===== config.mk =====
export PLATFORM = sky130hd
export DESIGN_NAME = gpioSubsystem
export DESIGN_NICKNAME = d
export VERILOG_FILES = /design/src/hdl/gpioBridgePkg.sv /design/src/hdl/ahbApbBridge.sv /design/src/hdl/apbGpio.sv /design/src/hdl/gpioSubsystem.sv
export VERILOG_INCLUDE_DIRS = /design/src /design/src/hdl
export SDC_FILE = /design/constraint.sdc
export NUM_CORES = 1
export LEC_CHECK = 0
export ABC_AREA = 1
export BUFFER_PORTS_ARGS = -buffer_cell sky130_fd_sc_hd__buf_2
export CAP_MARGIN = 30
export CORE_MARGIN = 4
export CORE_UTILIZATION = 50
export CTS_BUF_LIST = sky130_fd_sc_hd__clkbuf_8
export CTS_CLUSTER_SIZE = 30
export DETAILED_ROUTE_END_ITERATION = 16
export PLACE_DENSITY = 0.81
export SETUP_SLACK_MARGIN = 0.1
export SLEW_MARGIN = 5
export SYNTH_ARGS = -nofsm -noshare
export SYNTH_HDL_FRONTEND = slang
export SYNTH_SLANG_ARGS = --single-unit

===== constraint.sdc =====
create_clock -name iHCLK -period 3.4 [get_ports iHCLK]
set_clock_uncertainty 0.1 [all_clocks]
set_input_delay 0 -clock iHCLK [delete_from_list [all_inputs] [get_ports iHCLK]]
set_output_delay 0 -clock iHCLK [all_outputs]
set_load 0.005 [all_outputs]

===== src/hdl/gpioBridge_defs.svh =====
`ifndef GPIO_BRIDGE_DEFS_SVH
`define GPIO_BRIDGE_DEFS_SVH

// Pins per GPIO port
`define GPIO_WIDTH 16

// Region bases on the AHB map
`define GPIO0_BASE 32'h0000_0000
`define GPIO1_BASE 32'h0000_8000

// Address bits that pick a region
`define REGION_MSB 31
`define REGION_LSB 15

// Register word offsets, decoded on address bits 3..2
`define REG_DOUT 2'd0
`define REG_DIR  2'd1
`define REG_DIN  2'd2

`endif


===== src/hdl/gpioBridgePkg.sv =====
`default_nettype none

`include "gpioBridge_defs.svh"

package gpioBridgePkg;

    // APB request, broadcast from the bridge to every slave
    typedef struct packed {
        logic [1:0]  sel;
        logic        enable;
        logic        write;
        logic [31:0] addr;
        logic [31:0] wdata;
    } apbReqT;

    // Pad drive of one GPIO port
    typedef struct packed {
        logic [`GPIO_WIDTH-1:0] dout;
        logic [`GPIO_WIDTH-1:0] oe;
    } gpioPadT;

    // Bridge FSM
    typedef enum logic [1:0] {
        IDLE   = 2'b00,
        SETUP  = 2'b01,
        ENABLE = 2'b10
    } bridgeStateT;

endpackage

`default_nettype wire


===== src/hdl/ahbApbBridge.sv =====
`timescale 1ns/1ns
`default_nettype none

`include "gpioBridge_defs.svh"

module ahbApbBridge
    import gpioBridgePkg::*;
(
    input  wire         iHCLK,
    input  wire         iHRESETn,
    input  wire         hSel,
    input  wire  [1:0]  hTrans,
    input  wire         hWrite,
    input  wire  [31:0] hAddr,
    input  wire  [31:0] hWdata,
    input  wire  [31:0] prdata0,
    input  wire  [31:0] prdata1,
    output logic        hReady,
    output logic [31:0] hRdata,
    output apbReqT      apbReq
);

    localparam logic [31:0] Gpio0Base = `GPIO0_BASE;
    localparam logic [31:0] Gpio1Base = `GPIO1_BASE;

    bridgeStateT state;
    bridgeStateT stateNext;
    logic        accept;
    logic        writeReg;
    logic [31:0] addrReg;
    logic [31:0] wdataReg;
    logic [1:0]  regionSel;
    logic [1:0]  sel;

    // Only SETUP stalls the master
    assign hReady = (state != SETUP);

    // NONSEQ or SEQ; BUSY and IDLE fall through as no transfer
    assign accept = hSel && hTrans[1] && hReady;

    always_comb begin
        case (state)
            IDLE:    stateNext = accept ? SETUP : IDLE;
            SETUP:   stateNext = ENABLE;
            ENABLE:  stateNext = accept ? SETUP : IDLE;
            default: stateNext = IDLE;
        endcase
    end

    always_ff @(posedge iHCLK) begin
        if (!iHRESETn) begin
            state <= IDLE;
        end else begin
            state <= stateNext;
        end
    end

    // Address phase capture
    always_ff @(posedge iHCLK) begin
        if (!iHRESETn) begin
            writeReg <= 1'b0;
        end else if (accept) begin
            writeReg <= hWrite;
        end
    end

    always_ff @(posedge iHCLK) begin
        if (accept) begin
            addrReg <= hAddr;
        end
    end

    // AHB write data is valid during SETUP, hold it for ENABLE
    always_ff @(posedge iHCLK) begin
        if (state == SETUP) begin
            wdataReg <= hWdata;
        end
    end

    // Region decode on the upper address bits
    always_comb begin
        regionSel[0] = (addrReg[`REGION_MSB:`REGION_LSB] ==
                        Gpio0Base[`REGION_MSB:`REGION_LSB]);
        regionSel[1] = (addrReg[`REGION_MSB:`REGION_LSB] ==
                        Gpio1Base[`REGION_MSB:`REGION_LSB]);
    end

    assign sel = (state == IDLE) ? 2'b00 : regionSel;

    // Unmapped accesses run no APB cycle at all
    always_comb begin
        apbReq.sel    = sel;
        apbReq.enable = (state == ENABLE) && (sel != 2'b00);
        apbReq.write  = writeReg;
        apbReq.addr   = addrReg;
        apbReq.wdata  = (state == SETUP) ? hWdata : wdataReg;
    end

    // Slaves drive zero when idle, so unmapped reads come back as zero
    always_comb begin
        case (sel)
            2'b01:   hRdata = prdata0;
            2'b10:   hRdata = prdata1;
            default: hRdata = 32'h0000_0000;
        endcase
    end

    // APB enable must follow a setup cycle to the same slave
    apbEnableAfterSetup: assert property (
        @(posedge iHCLK) disable iff (!iHRESETn)
        apbReq.enable |-> ($past(state) == SETUP) && $stable(apbReq.sel)
    ) else $error("APB enable without matching setup");

    // Zero-wait APB slaves, so at most one stall cycle
    hReadySingleStall: assert property (
        @(posedge iHCLK) disable iff (!iHRESETn)
        !hReady |=> hReady
    ) else $error("hReady low for two cycles");

endmodule

`default_nettype wire


===== src/hdl/apbGpio.sv =====
`timescale 1ns/1ns
`default_nettype none

`include "gpioBridge_defs.svh"

module apbGpio
    import gpioBridgePkg::*;
#(
    parameter int PORT_IDX = 0
) (
    input  wire                    iHCLK,
    input  wire                    iHRESETn,
    input  wire apbReqT            apbReq,
    input  wire [`GPIO_WIDTH-1:0]  gpioIn,
    output logic [31:0]            prdata,
    output gpioPadT                pads
);

    logic                   selected;
    logic                   wrStrobe;
    logic [1:0]             regOff;
    logic [`GPIO_WIDTH-1:0] syncMeta;
    logic [`GPIO_WIDTH-1:0] dinReg;

    assign selected = apbReq.sel[PORT_IDX];
    assign regOff   = apbReq.addr[3:2];

    // Slave commits at the edge that closes the enable cycle
    assign wrStrobe = selected && apbReq.enable && apbReq.write;

    always_ff @(posedge iHCLK) begin
        if (!iHRESETn) begin
            pads <= '0;
        end else if (wrStrobe) begin
            case (regOff)
                `REG_DOUT: pads.dout <= apbReq.wdata[`GPIO_WIDTH-1:0];
                `REG_DIR:  pads.oe   <= apbReq.wdata[`GPIO_WIDTH-1:0];
                default: ;
            endcase
        end
    end

    // Two-flop synchronizer on the input pins
    always_ff @(posedge iHCLK) begin
        if (!iHRESETn) begin
            syncMeta <= '0;
            dinReg   <= '0;
        end else begin
            syncMeta <= gpioIn;
            dinReg   <= syncMeta;
        end
    end

    // Zero when not selected keeps the bridge mux a plain select
    always_comb begin
        prdata = 32'h0000_0000;
        if (selected) begin
            case (regOff)
                `REG_DOUT: prdata[`GPIO_WIDTH-1:0] = pads.dout;
                `REG_DIR:  prdata[`GPIO_WIDTH-1:0] = pads.oe;
                `REG_DIN:  prdata[`GPIO_WIDTH-1:0] = dinReg;
                default:   prdata = 32'h0000_0000;
            endcase
        end
    end

    // Enable only travels with a live select
    apbEnableNeedsSel: assert property (
        @(posedge iHCLK) disable iff (!iHRESETn)
        apbReq.enable |-> (apbReq.sel != 2'b00)
    ) else $error("APB enable with no select at port %0d", PORT_IDX);

endmodule

`default_nettype wire


===== src/hdl/gpioSubsystem.sv =====
`timescale 1ns/1ns
`default_nettype none

`include "gpioBridge_defs.svh"

module gpioSubsystem
    import gpioBridgePkg::*;
(
    input  wire                    iHCLK,
    input  wire                    iHRESETn,
    input  wire                    hSel,
    input  wire [1:0]              hTrans,
    input  wire                    hWrite,
    input  wire [31:0]             hAddr,
    input  wire [31:0]             hWdata,
    input  wire [`GPIO_WIDTH-1:0]  gpioIn0,
    input  wire [`GPIO_WIDTH-1:0]  gpioIn1,
    output logic                   hReady,
    output logic [31:0]            hRdata,
    output gpioPadT                pads0,
    output gpioPadT                pads1
);

    apbReqT      apbReq;
    logic [31:0] prdata0;
    logic [31:0] prdata1;

    ahbApbBridge u_ahbApbBridge (
        .iHCLK    (iHCLK),
        .iHRESETn (iHRESETn),
        .hSel     (hSel),
        .hTrans   (hTrans),
        .hWrite   (hWrite),
        .hAddr    (hAddr),
        .hWdata   (hWdata),
        .prdata0  (prdata0),
        .prdata1  (prdata1),
        .hReady   (hReady),
        .hRdata   (hRdata),
        .apbReq   (apbReq)
    );

    // Port 0 at the low region
    apbGpio #(.PORT_IDX(0)) u_apbGpio0 (
        .iHCLK    (iHCLK),
        .iHRESETn (iHRESETn),
        .apbReq   (apbReq),
        .gpioIn   (gpioIn0),
        .prdata   (prdata0),
        .pads     (pads0)
    );

    apbGpio #(.PORT_IDX(1)) u_apbGpio1 (
        .iHCLK    (iHCLK),
        .iHRESETn (iHRESETn),
        .apbReq   (apbReq),
        .gpioIn   (gpioIn1),
        .prdata   (prdata1),
        .pads     (pads1)
    );

endmodule

`default_nettype wire


After elaboration in Yosys (flattened, before gate mapping):

Index checks and enable logic that the tools add are counted.

* bits in registers: 179
* input bits: 102
* output and inout bits: 97
* logic and storage cells: 45

* eq/ne operators: 8
* muxes and demuxes: 9
* reduce and logical (&&, ||, !) cells: 16

Operators with widths (number)
* $pmux 16 s3: 2
* $pmux 32 s2: 1
* $mux 16: 3
* $eq 17x1->1 const B: 1
* $logic_not 17->1: 1
* $reduce_and 2->1: 4
* $logic_and 1x1->1: 7
* $eq 2x1->1 const B: 3
* $eq 2x2->1 const B: 3
* $logic_not 2->1: 2
* $pmux 2 s2: 1
* $mux 2: 1
* $ne 2x1->1 const B: 1
* $reduce_bool 2->1: 1
* $reduce_or 2->1: 1
* $mux 1: 1

Logic depth before layout (Yosys ltp):

Gate-level depths: netlist (run 1).

* depth in word-level cells: 7
* depth in mapped cells: 14
* depth with buffers taken out: 12

Cells and area by module:

Synthesis (run 1) repeated with hierarchy kept, for this count alone.

* cell total of the unflattened synthesis: 1161
* area total of the unflattened synthesis: 8765.9 um2

By module, submodules not included
* apbGpio: times used 2, cells an instance 421, area each 2996.6 um2, seq. area each 1281.2 um2
* ahbApbBridge: times used 1, cells an instance 319, area each 2772.7 um2, seq. area each 1661.6 um2

Least setup slack after synthesis (run 1):

OpenSTA, ideal clock, no wires.

* path type: reg2reg
* start: register u_ahbApbBridge.addrReg[23]
* end: register u_apbGpio0.pads[27] in the netlist's numbering
* library setup time: 0.113 ns
* arrival time: 2.172 ns
* required time: 3.187 ns
* slack: 1.015 ns
* cell stages (with the launch flop): 15
* path buffers: 3
* clock period less this slack: 2.385 ns
* cell sequence: edfxtp_1 -> nor2_1 -> nand2_1 -> nor2_2 -> nand2_1 -> nor2_2 -> buf_2 -> inv_1 -> ha_1 -> nor3_2 -> buf_2 -> buf_2 -> nand4_1 -> nand2_1 -> nor2_1

* word-level cells in the longest chain between the ends: 7
* elaborated cells between the ends (all ways): 8
* those cells by class: eq/ne (1); mux (1); reduce/logical (6)

RTL lines
* start: declaration: line ahbApbBridge.sv:30 `logic [31:0] addrReg;`
* start signal: assignment: line ahbApbBridge.sv:69 `addrReg <= hAddr;`
* $eq 17x1->1 or $logic_not 17->1 (tied branches): line ahbApbBridge.sv:84, ahbApbBridge.sv:82
* $mux 2 *: line ahbApbBridge.sv:88 `assign sel = (state == IDLE) ? 2'b00 : regionSel;`
* $reduce_bool 2->1: line ahbApbBridge.sv:93 `apbReq.enable = (state == ENABLE) && (sel != 2'b00);`
* $logic_and 1x1->1: line ahbApbBridge.sv:93
* $logic_and 1x1->1 * (2 in a row): line apbGpio.sv:29 `assign wrStrobe = selected && apbReq.enable && apbReq.write;`
* $reduce_and 2->1 (no line) *
* end: declaration: line apbGpio.sv:16 `output gpioPadT pads`

Every way passes the cells marked *; elsewhere a longest branch is shown, timed or not.
A chain may end at the register's enable or synchronous reset.

Worst setup path after layout (run 1):

* start: register u_ahbApbBridge.state[0]
* end: output port hRdata[14]

* word-level cells in the longest chain between the ends: 4
* elaborated cells between the ends (all ways): 7
* those cells by class: eq/ne (2); mux (4); reduce/logical (1)

RTL lines
* start: declaration: line ahbApbBridge.sv:26 `bridgeStateT state;`
* start signal: assignment: line ahbApbBridge.sv:54 `state <= stateNext;`
* $logic_not 2->1 *: line ahbApbBridge.sv:88
* $mux 2 *: line ahbApbBridge.sv:88
* $eq 2x2->1, or another cell as far along: line ahbApbBridge.sv:101 `case (sel)`
* $pmux 32 s2 *: line ahbApbBridge.sv:101
* end: declaration: line gpioSubsystem.sv:19 `output logic [31:0] hRdata,`

Marked as above.

==> flow_summary.ini, run 1 <==
[status]
status = finished, final reports clean

[pwr]
power_frac_clock_pct = 36.5
peakVddDrop_uv = 352
p_seq_share_pct = 53.2
p_comb_share_pct = 10.3
leakagePower_nw = 4.45
power.share.switching_pct = 24.4
switchingPower_mw = 0.960
intPower_mw = 2.97
power.density_mw_per_mm2 = 445

[floorplanning]
fp-row-count = 42
core_area_mm2 = 0.0133
die_y_um = 125
dieArea_mm2 = 0.0157
die_w_um = 125
start_util_pct = 51.7
top_level_ports = 199

[detailed_routing]
drtAntennaViolNets = 0
drt-total-wl_um = 20200
drtIter0Drc = 598
dr_total_vias = 6609
drc_errors = 0
vias_per_cell = 5.03
drtPass1Iterations = 5
wl_per_cell_um = 15.3

[synth]
yosys_register_bits = 166
synth_compound_area_share_pct = 2.76
async_flop_share_pct = 0
syn_area_mm2 = 0.00690
yosysWarnings = 0
synth_top_family_by_area = simple AND/OR/NAND/NOR gates
synth_cell_types = 25
synth_simple_gate_area_share_pct = 33.9
synthMuxAreaShare_pct = 0
ys.flop_type = dfxtp_1
ys_seq_area_share_pct = 51.0
synth_cells = 929
synth_edf_count = 19
synth_xor_area_share_pct = 0
synth_fa_ha_area_share_pct = 0.544
avgSynthCellArea_um2 = 7.42

[run]
cap_violations = 0

[clocking]
clockRootBuffer = clkbuf_8
cts_tree = done
cts_max_level = 4
cts_sinks = 166
clk_pin_slew_worst_paths_ps = 80
cts_buffers = 17
clock_latency_ps = 450
post-cts-setup-buffers = 0
clock_path_buffers = 2

[global_routing]
grt_pass1_vias = 6100
grt_pass1_wl_um = 31100
grt_overflow_total = 0
grt_max_degree = 93
grt_use_total_pct = 24.9
antenna_found_initial = 0

[layout]
postLayoutCoreUtil_pct = 66.3
nFillCells = 1130
seqCellArea_mm2 = 0.00351
syn_to_final_growth_pct = 28.3
layout.nets = 1232
layout-drive-gt1-share_pct = 18.5
diodes = 0
multiInputGateArea_mm2 = 0.00266
fin_cells = 1315

[timing]
hold_viol = 0
fin_setup_tns_ps = 0
fmaxAchievable_mhz = 334
finalCriticalPeriod_ps = 2990
tightest_slew_ps = 957
slew_headroom_pct = 36.2
rsz0062_at_grt = false
setup_viol = 0
drv_slew = 0
period_share_pct = 88.0

[setup_path]
cp_slowest_cell = dfxtp_1
endpoint_kind = output pin
crit_path_frequent_cell = nor2_1
critical_path_peak_fanout = 49
cpPeakStageDelay_ps = 470
cp.arrival_ps = 2890
path_cells = nor2_1 > nor2_1 > nand2_1 > nor2_4 > buf_8 > ha_1 > a21boi_1 > buf_4 > nand3_1 > a21oi_1 > buf_2
cp.required_ps = 3300
crit_path_start_kind = flip-flop
critPathKind = reg2out

[worst_hold_path]
hold_class = in2reg

[placed_design]
dp_hpwl_um = 13100
dpl.cell_count = 1212
portBuffers = 152
globalplace.congestion = 0.849
==> through the flow <==
step | hold slack (ps) | setup WS [ps] | instance area [µm²] | power (mW)
after floorplan | -2.37 | 1010 | 6950 | 2.33
after global placement | 76.6 | 842 | 7700 | 2.45
after detailed placement | 78.5 | 795 | 7700 | 2.46
after CTS | 10.0 | 295 | 8800 | 3.93
after global routing | 85.7 | 105 | 8840 | 4.09
final | 44.9 | 407 | 8840 | 3.93
==> placed cells by master, fill, tap and decap left out <==
| master | count |
|---|---|
| nand2_1 | 250 |
| buf_2 | 151 |
| dfxtp_1 | 147 |
| nor2_1 | 142 |
| inv_1 | 111 |
| dlygate4sd3_1 | 71 |
| nand3_1 | 66 |
| nand4_1 | 64 |
| clkbuf_8 | 19 |
| edfxtp_1 | 19 |
| a21oi_1 | 17 |
| conb_1 | 16 |
| o21ai_1 | 12 |
| buf_4 | 12 |
| nor2_4 | 8 |
| o21ai_0 | 5 |
| clkinv_2 | 4 |
| nor2_2 | 3 |
| ha_1 | 3 |
| bufinv_16 | 3 |
| buf_12 | 3 |
| a21boi_1 | 2 |
| nand4_2 | 2 |
| buf_8 | 2 |
| a21oi_2 | 1 |
| and2_1 | 1 |
| nor3_1 | 1 |
| nor3_4 | 1 |
| or2_0 | 1 |
| clkinv_4 | 1 |
| inv_4 | 1 |
==> path summary, 6_finish.rpt <==
check	start	end	slack, ps	cells after the start
worst max-delay path	u_ahbApbBridge.state[0]	hRdata[14]	410	11
worst min-delay path	iHRESETn	u_apbGpio0.syncMeta[4]	40	3
worst max register to register	u_ahbApbBridge.state[0]	u_apbGpio1.pads[7]	680	11
worst min register to register	u_apbGpio1.syncMeta[6]	u_apbGpio1.dinReg[6]	310	2
==> timing repair <==
item / CTS / global route
resized for setup: 0 / 7
hold endpoints to repair: 92 / 6
setup endpoints to repair: 0 / 16
hold buffers: 70 / 1
==> area by class of cell <==
class,count,area share [%]
clock buffer,19,2.96
clock inverter,12,1.54
inverter,108,4.58
multi-input combinational,595,30.1
sequential,166,39.7
tap,176,2.49
timing repair buffer,239,18.6
==> state kept, by name (all words and copies together), names as in the netlist, 2 cells and up <==
register	count
u_apbGpio0.pads	32
u_apbGpio1.pads	32
u_ahbApbBridge.addrReg	19
u_ahbApbBridge.wdataReg	16
u_apbGpio0.dinReg	16
u_apbGpio0.syncMeta	16
u_apbGpio1.dinReg	16
u_apbGpio1.syncMeta	16
u_ahbApbBridge.state	2
==> cell usage after synthesis (5+ instances only) <==
library cell | number | area share, %
nand2_1 | 250 | 14
dfxtp_1 | 147 | 43
nor2_1 | 145 | 7.9
inv_1 | 108 | 5.9
nand3_1 | 66 | 4.8
nand4_1 | 64 | 5.8
buf_2 | 30 | 2.2
edfxtp_1 | 19 | 8.3
a21oi_1 | 18 | 1.3
buf_4 | 16 | 1.7
clkbuf_1 | 14 | 0.76
o21ai_1 | 12 | 0.87
buf_1 | 11 | 0.60
o21ai_0 | 5 | 0.36
==> logic make-up after synthesis <==
| kind of cell | Yosys count |
|---|---|
| simple gates | 539 |
| buf+inv | 183 |
| flops | 166 |
| compound gates | 37 |
| fa+ha+maj | 3 |
| other cells | 1 |
==> critical path: cells and delay by family (launching register included) <==
family                   cells  cell delay, ps
AND/OR/NAND/NOR              5             700
buffers and inverters        3             690
flip-flops                   1             470
AO/OA/AOI/OAI                2             370
adder cells (fa/ha/maj)      1             190
==> power by group through the flow <==
stage                     registers [mW]  logic [mW]  clock network [mW]
after floorplan                     2.13       0.201                   0
after global placement              2.14       0.314                   0
after detailed placement            2.14       0.324                   0
after CTS                           2.09       0.387                1.45
after global routing                2.10       0.443                1.54
final                               2.09       0.404                1.44
==> layer usage <==
layer  global-route usage, %  part of all wire (%)  wire length [µm]
met1                    30.8                    38              7740
met2                    40.1                    47              9500
met3                    7.63                   9.8              1970
met4                    11.2                   4.7               947
met5                       0                     0                 0
(Power assumes the default switching activity.)
==> inputs of run 2 (changes only) <==
--- a/config.mk
+++ b/config.mk
@@ -14,9 +14,10 @@
 export CTS_BUF_LIST = sky130_fd_sc_hd__clkbuf_8
 export CTS_CLUSTER_SIZE = 30
 export DETAILED_ROUTE_END_ITERATION = 16
-export PLACE_DENSITY = 0.81
+export PLACE_DENSITY = 0.79
 export SETUP_SLACK_MARGIN = 0.1
 export SLEW_MARGIN = 5
 export SYNTH_ARGS = -nofsm -noshare
 export SYNTH_HDL_FRONTEND = slang
+export SYNTH_HIERARCHICAL = 1
 export SYNTH_SLANG_ARGS = --single-unit
==> flow_summary.ini, run 2 <==
[status]
status = finished, final reports clean

[clocking]
cts_sinks = 166
cts_hold_buf = 88
clock_path_buffers = 2
clk_pin_slew_worst_paths_ps = 90
cts_buffers = 17
post-cts-setup-buffers = 0
clock_latency_ps = 460
clockRootBuffer = clkbuf_8
cts_tree = done
cts_resized = 0
cts_max_level = 4

[detailed_routing]
drt-total-wl_um = 21400
vias_per_cell = 4.81
drc_errors = 0
drtPass1Iterations = 6
drtAntennaViolNets = 0
wl_per_cell_um = 14.2
drtIter0Drc = 622
dr_total_vias = 7270

[timing]
rsz0062_at_grt = false
hold_viol = 0
setup_viol = 0
fin_ws_ps = 506
tightest_slew_ps = 794
drv_slew = 0
slew_headroom_pct = 47.0
fin_setup_tns_ps = 0
period_share_pct = 85.1
finalCriticalPeriod_ps = 2890
fmaxAchievable_mhz = 345

[placed_design]
globalplace.congestion = 0.838
pre_cts_ws_ps = 761
portBuffers = 152
dpl.cell_count = 1389
dp_hpwl_um = 13600

[layout]
syn_to_final_growth_pct = 23.3
final_common_cell = nand2_1
final_cell_mix = 298 x nand2_1, 177 x nand3_1, 151 x buf_2
layout-drive-gt1-share_pct = 19.9
layout.nets = 1391
top_regs = u_apbGpio0/pads (32), u_apbGpio1/pads (32), u_ahbApbBridge/addrReg (19)
diodes = 0
fin_cells = 1510

[setup_path]
critical_path_peak_fanout = 23
critPathKind = reg2out
endpoint_kind = output pin
cp.arrival_ps = 2790
crit_path_start_kind = flip-flop
cp.required_ps = 3300

[global_routing]
grt_use_total_pct = 23.6
grt_max_degree = 73
grt_overflow_total = 0
grt_pass1_vias = 6928
antenna_found_initial = 0
grt_pass1_wl_um = 33600

[floorplanning]
die_y_um = 133
dieArea_mm2 = 0.0178
fp-row-count = 45
start_util_pct = 51.3
core_area_mm2 = 0.0153
die_w_um = 133
top_level_ports = 199

[synth]
avgSynthCellArea_um2 = 7.25
synth_cells = 1084
syn_area_mm2 = 0.00786
yosysWarnings = 6

[pwr]
peakVddDrop_uv = 310
leakagePower_nw = 5.01
power.density_mw_per_mm2 = 393

[run]
cap_violations = 0

[worst_hold_path]
hold_class = in2reg
-- run 2: area by class of cell --
cell class	count	area, µm²
clock inverter	13	92.6
clock buffer	19	262
timing repair buffer	253	1760
sequential	166	3510
inverter	141	559
tap	211	264
fill	1361	5630
multi-input combinational	707	3230
-- run 2: final timing paths --
kind | depth (start not counted) | to | slack, ps | start
setup / recovery | 11 | hRdata[9] | 510 | u_ahbApbBridge/addrReg[24]
setup reg to reg | 12 | u_apbGpio1/pads[3] | 660 | u_ahbApbBridge/addrReg[24]
hold / removal | 2 | u_ahbApbBridge/addrReg[30] | 140 | hAddr[30]
hold reg to reg | 2 | u_apbGpio1/dinReg[15] | 310 | u_apbGpio1/syncMeta[15]
-- run 2: per-layer routing --
layer	share of wire, %	wire length (µm)	GRT usage [%]	vias up
li1	-	-	-	3650
met1	40	8650	27.6	3318
met2	50	10600	41.0	250
met3	6.8	1460	6.31	52
met4	3.2	680	10.1	0
met5	0	0	0	-
-- run 2: stage by stage --
step	utilization, %	area (µm²)	total power [mW]	hold slack [ps]
after floorplan	-	7970	2.38	-2.37
after global routing	63.2	9680	3.96	126
after global placement	55.0	8420	2.45	76.8
after detailed placement	55.0	8420	2.46	78.1
final	63.2	9680	3.80	142
after CTS	63.0	9650	3.79	112
-- run 2: power by group --
part	total (mW)	leakage [nW]	internal (mW)	switching, mW
clock network	1.30	0.200	0.601	0.698
registers	2.09	1.38	2.07	0.0265
logic	0.409	3.43	0.160	0.249
total	3.80	5.01	2.83	0.973
-- run 2: critical path, stage by stage (launching register included) --
cell and delay [ps]:
edfxtp_1 390, nor2_1 150, nand2_1 60, nor2_1 190
nand2_1 110, nor2_1 90, buf_4 240, ha_1 400
buf_4 320, nand2_1 90, a21oi_1 160, buf_2 130
==> inputs of run 3 (changes only) <==
==> constraint.sdc (replaced) <==
create_clock -name iHCLK -period 3.4 [get_ports iHCLK]
set_clock_uncertainty 0.1 [all_clocks]
set_input_delay 0 -clock iHCLK [delete_from_list [all_inputs] [get_ports iHCLK]]
set_output_delay 0 -clock iHCLK [all_outputs]
set_load 0.05 [all_outputs]
==> flow_summary.ini, run 3 (synthesized netlist as in run 2, its figures left out) <==
[status]
status = finished, final reports clean

[global_routing]
grt_use_total_pct = 23.2
grt_pass1_wl_um = 32600
grt_max_degree = 77
antenna_found_initial = 0
grt_pass1_vias = 6507
grt_overflow_total = 0

[clocking]
cts_tree = done
clock_path_buffers = 2
clock_latency_ps = 470
clockRootBuffer = clkbuf_8
cts_sinks = 166
cts_buffers = 17
clk_pin_slew_worst_paths_ps = 90
cts_max_level = 4

[floorplanning]
fp-row-count = 45
die_y_um = 133
dieArea_mm2 = 0.0178
start_util_pct = 51.3
core_area_mm2 = 0.0153
die_w_um = 133
top_level_ports = 199

[layout]
diodes = 0
fin_cells = 1510
top_regs = u_apbGpio0/pads (32), u_apbGpio1/pads (32), u_ahbApbBridge/addrReg (19)
multiInputGateArea_mm2 = 0.00323
syn_to_final_growth_pct = 24.3
layout.nets = 1391
final_cell_mix = 298 x nand2_1, 177 x nand3_1, 150 x buf_2
layout-drive-gt1-share_pct = 20.1
seqCellArea_mm2 = 0.00351
final_common_cell = nand2_1
nFillCells = 1329

[setup_path]
crit_path_start_kind = flip-flop
cpPeakStageDelay_ps = 380
cp-startpoint = u_ahbApbBridge/addrReg[28]
endpoint_kind = output pin
cp.arrival_ps = 2890
critPathKind = reg2out
r2r_start = u_ahbApbBridge/addrReg[28]
cp.required_ps = 3300
cp_slowest_cell = edfxtp_1
path_cells = nor2_1 > nand2_1 > nor2_1 > nand2_1 > nor2_1 > buf_4 > ha_2 > buf_4 > nand2_1 > a21oi_1 > buf_2
critical_path_peak_fanout = 23

[timing]
drv_slew = 0
tightest_slew_ps = 1070
setup_viol = 0
fmaxAchievable_mhz = 335
period_share_pct = 87.8
rsz0062_at_grt = false
hold_viol = 0
slew_headroom_pct = 28.6
finalCriticalPeriod_ps = 2990
fin_setup_tns_ps = 0
fin_ws_ps = 415

[detailed_routing]
drtPass1Iterations = 5
dr_total_vias = 7206
maxUsedRoutingLayer = met4
drtIter0Drc = 546
drtAntennaViolNets = 0
dr_wl_met2_um = 10500
drc_errors = 0
wl_met3_um = 1440
vias_per_cell = 4.77
drt-total-wl_um = 21200
drt-met1-wl_um = 8410
wl_per_cell_um = 14.0

[pwr]
power.density_mw_per_mm2 = 411
leakagePower_nw = 5.02
peakVddDrop_uv = 304

[placed_design]
pre_cts_ws_ps = 706
dpl.cell_count = 1390
portBuffers = 152
globalplace.congestion = 0.832
dp_hpwl_um = 13600

[worst_hold_path]
min_from = hAddr[18]
hold_class = in2reg

[run]
cap_violations = 0
run 3: cell types whose count changed in the layout (fill, tap and decap cells not counted), sizes merged:
cell and change:
bufinv +3, clkinvlp +3, clkbuf -2, clkinv -2, inv -2, buf +1
dlygate4sd3 -1
run 3: area by class of cell:
cell class	instances	area share (%)
tap	211	2.70
timing repair buffer	253	18.2
clock buffer	17	2.40
sequential	166	36.0
multi-input combinational	707	33.1
clock inverter	15	1.92
inverter	141	5.73
run 3: metal layers:
layer  up-vias  global-route usage, %
met4         0                   10.9
met3        57                   6.31
met1      3258                   26.7
met5         -                      0
li1       3655                      -
met2       236                   40.0
run 3: worst max-delay path: cells and delay by family, from the launching register on:
family,cells,cell delay (ps)
simple gates,6,730
fa+ha+maj,1,330
flops,1,380
buf+inv,3,810
compound gates,1,150
run 3: power breakdown:
group          leakage, nW  internal [mW]  switching (mW)
logic                 3.44          0.160           0.247
registers             1.38           2.07          0.0260
clock network        0.206          0.790           0.721
run 3: per-stage QoR:
step | total power [mW] | hold WS (ps) | cell area (µm²) | util [%]
finish | 4.01 | 132 | 9770 | 63.8
global route | 4.16 | 112 | 9770 | 63.8
global placement | 2.45 | 76.8 | 8440 | 55.1
floorplan | 2.38 | -2.37 | 7970 | -
CTS | 4.01 | 49.0 | 9730 | 63.6
detailed placement | 2.46 | 78.1 | 8440 | 55.1
run 3: worst paths after layout:
check	end	slack [ps]	cells after the start
worst max-delay path	hRdata[7]	410	11
worst min-delay path	u_ahbApbBridge/addrReg[18]	130	2
worst max register to register	u_apbGpio1/pads[13]	670	12
worst min register to register	u_apbGpio1/dinReg[15]	310	2
run 3: timing repair:
action,4_1_cts,5_1_grt
hold buffers,87,0
hold endpoints to repair,130,0
buffers inserted,0,0
gates resized for setup,0,2
endpoints found under the setup margin,0,7
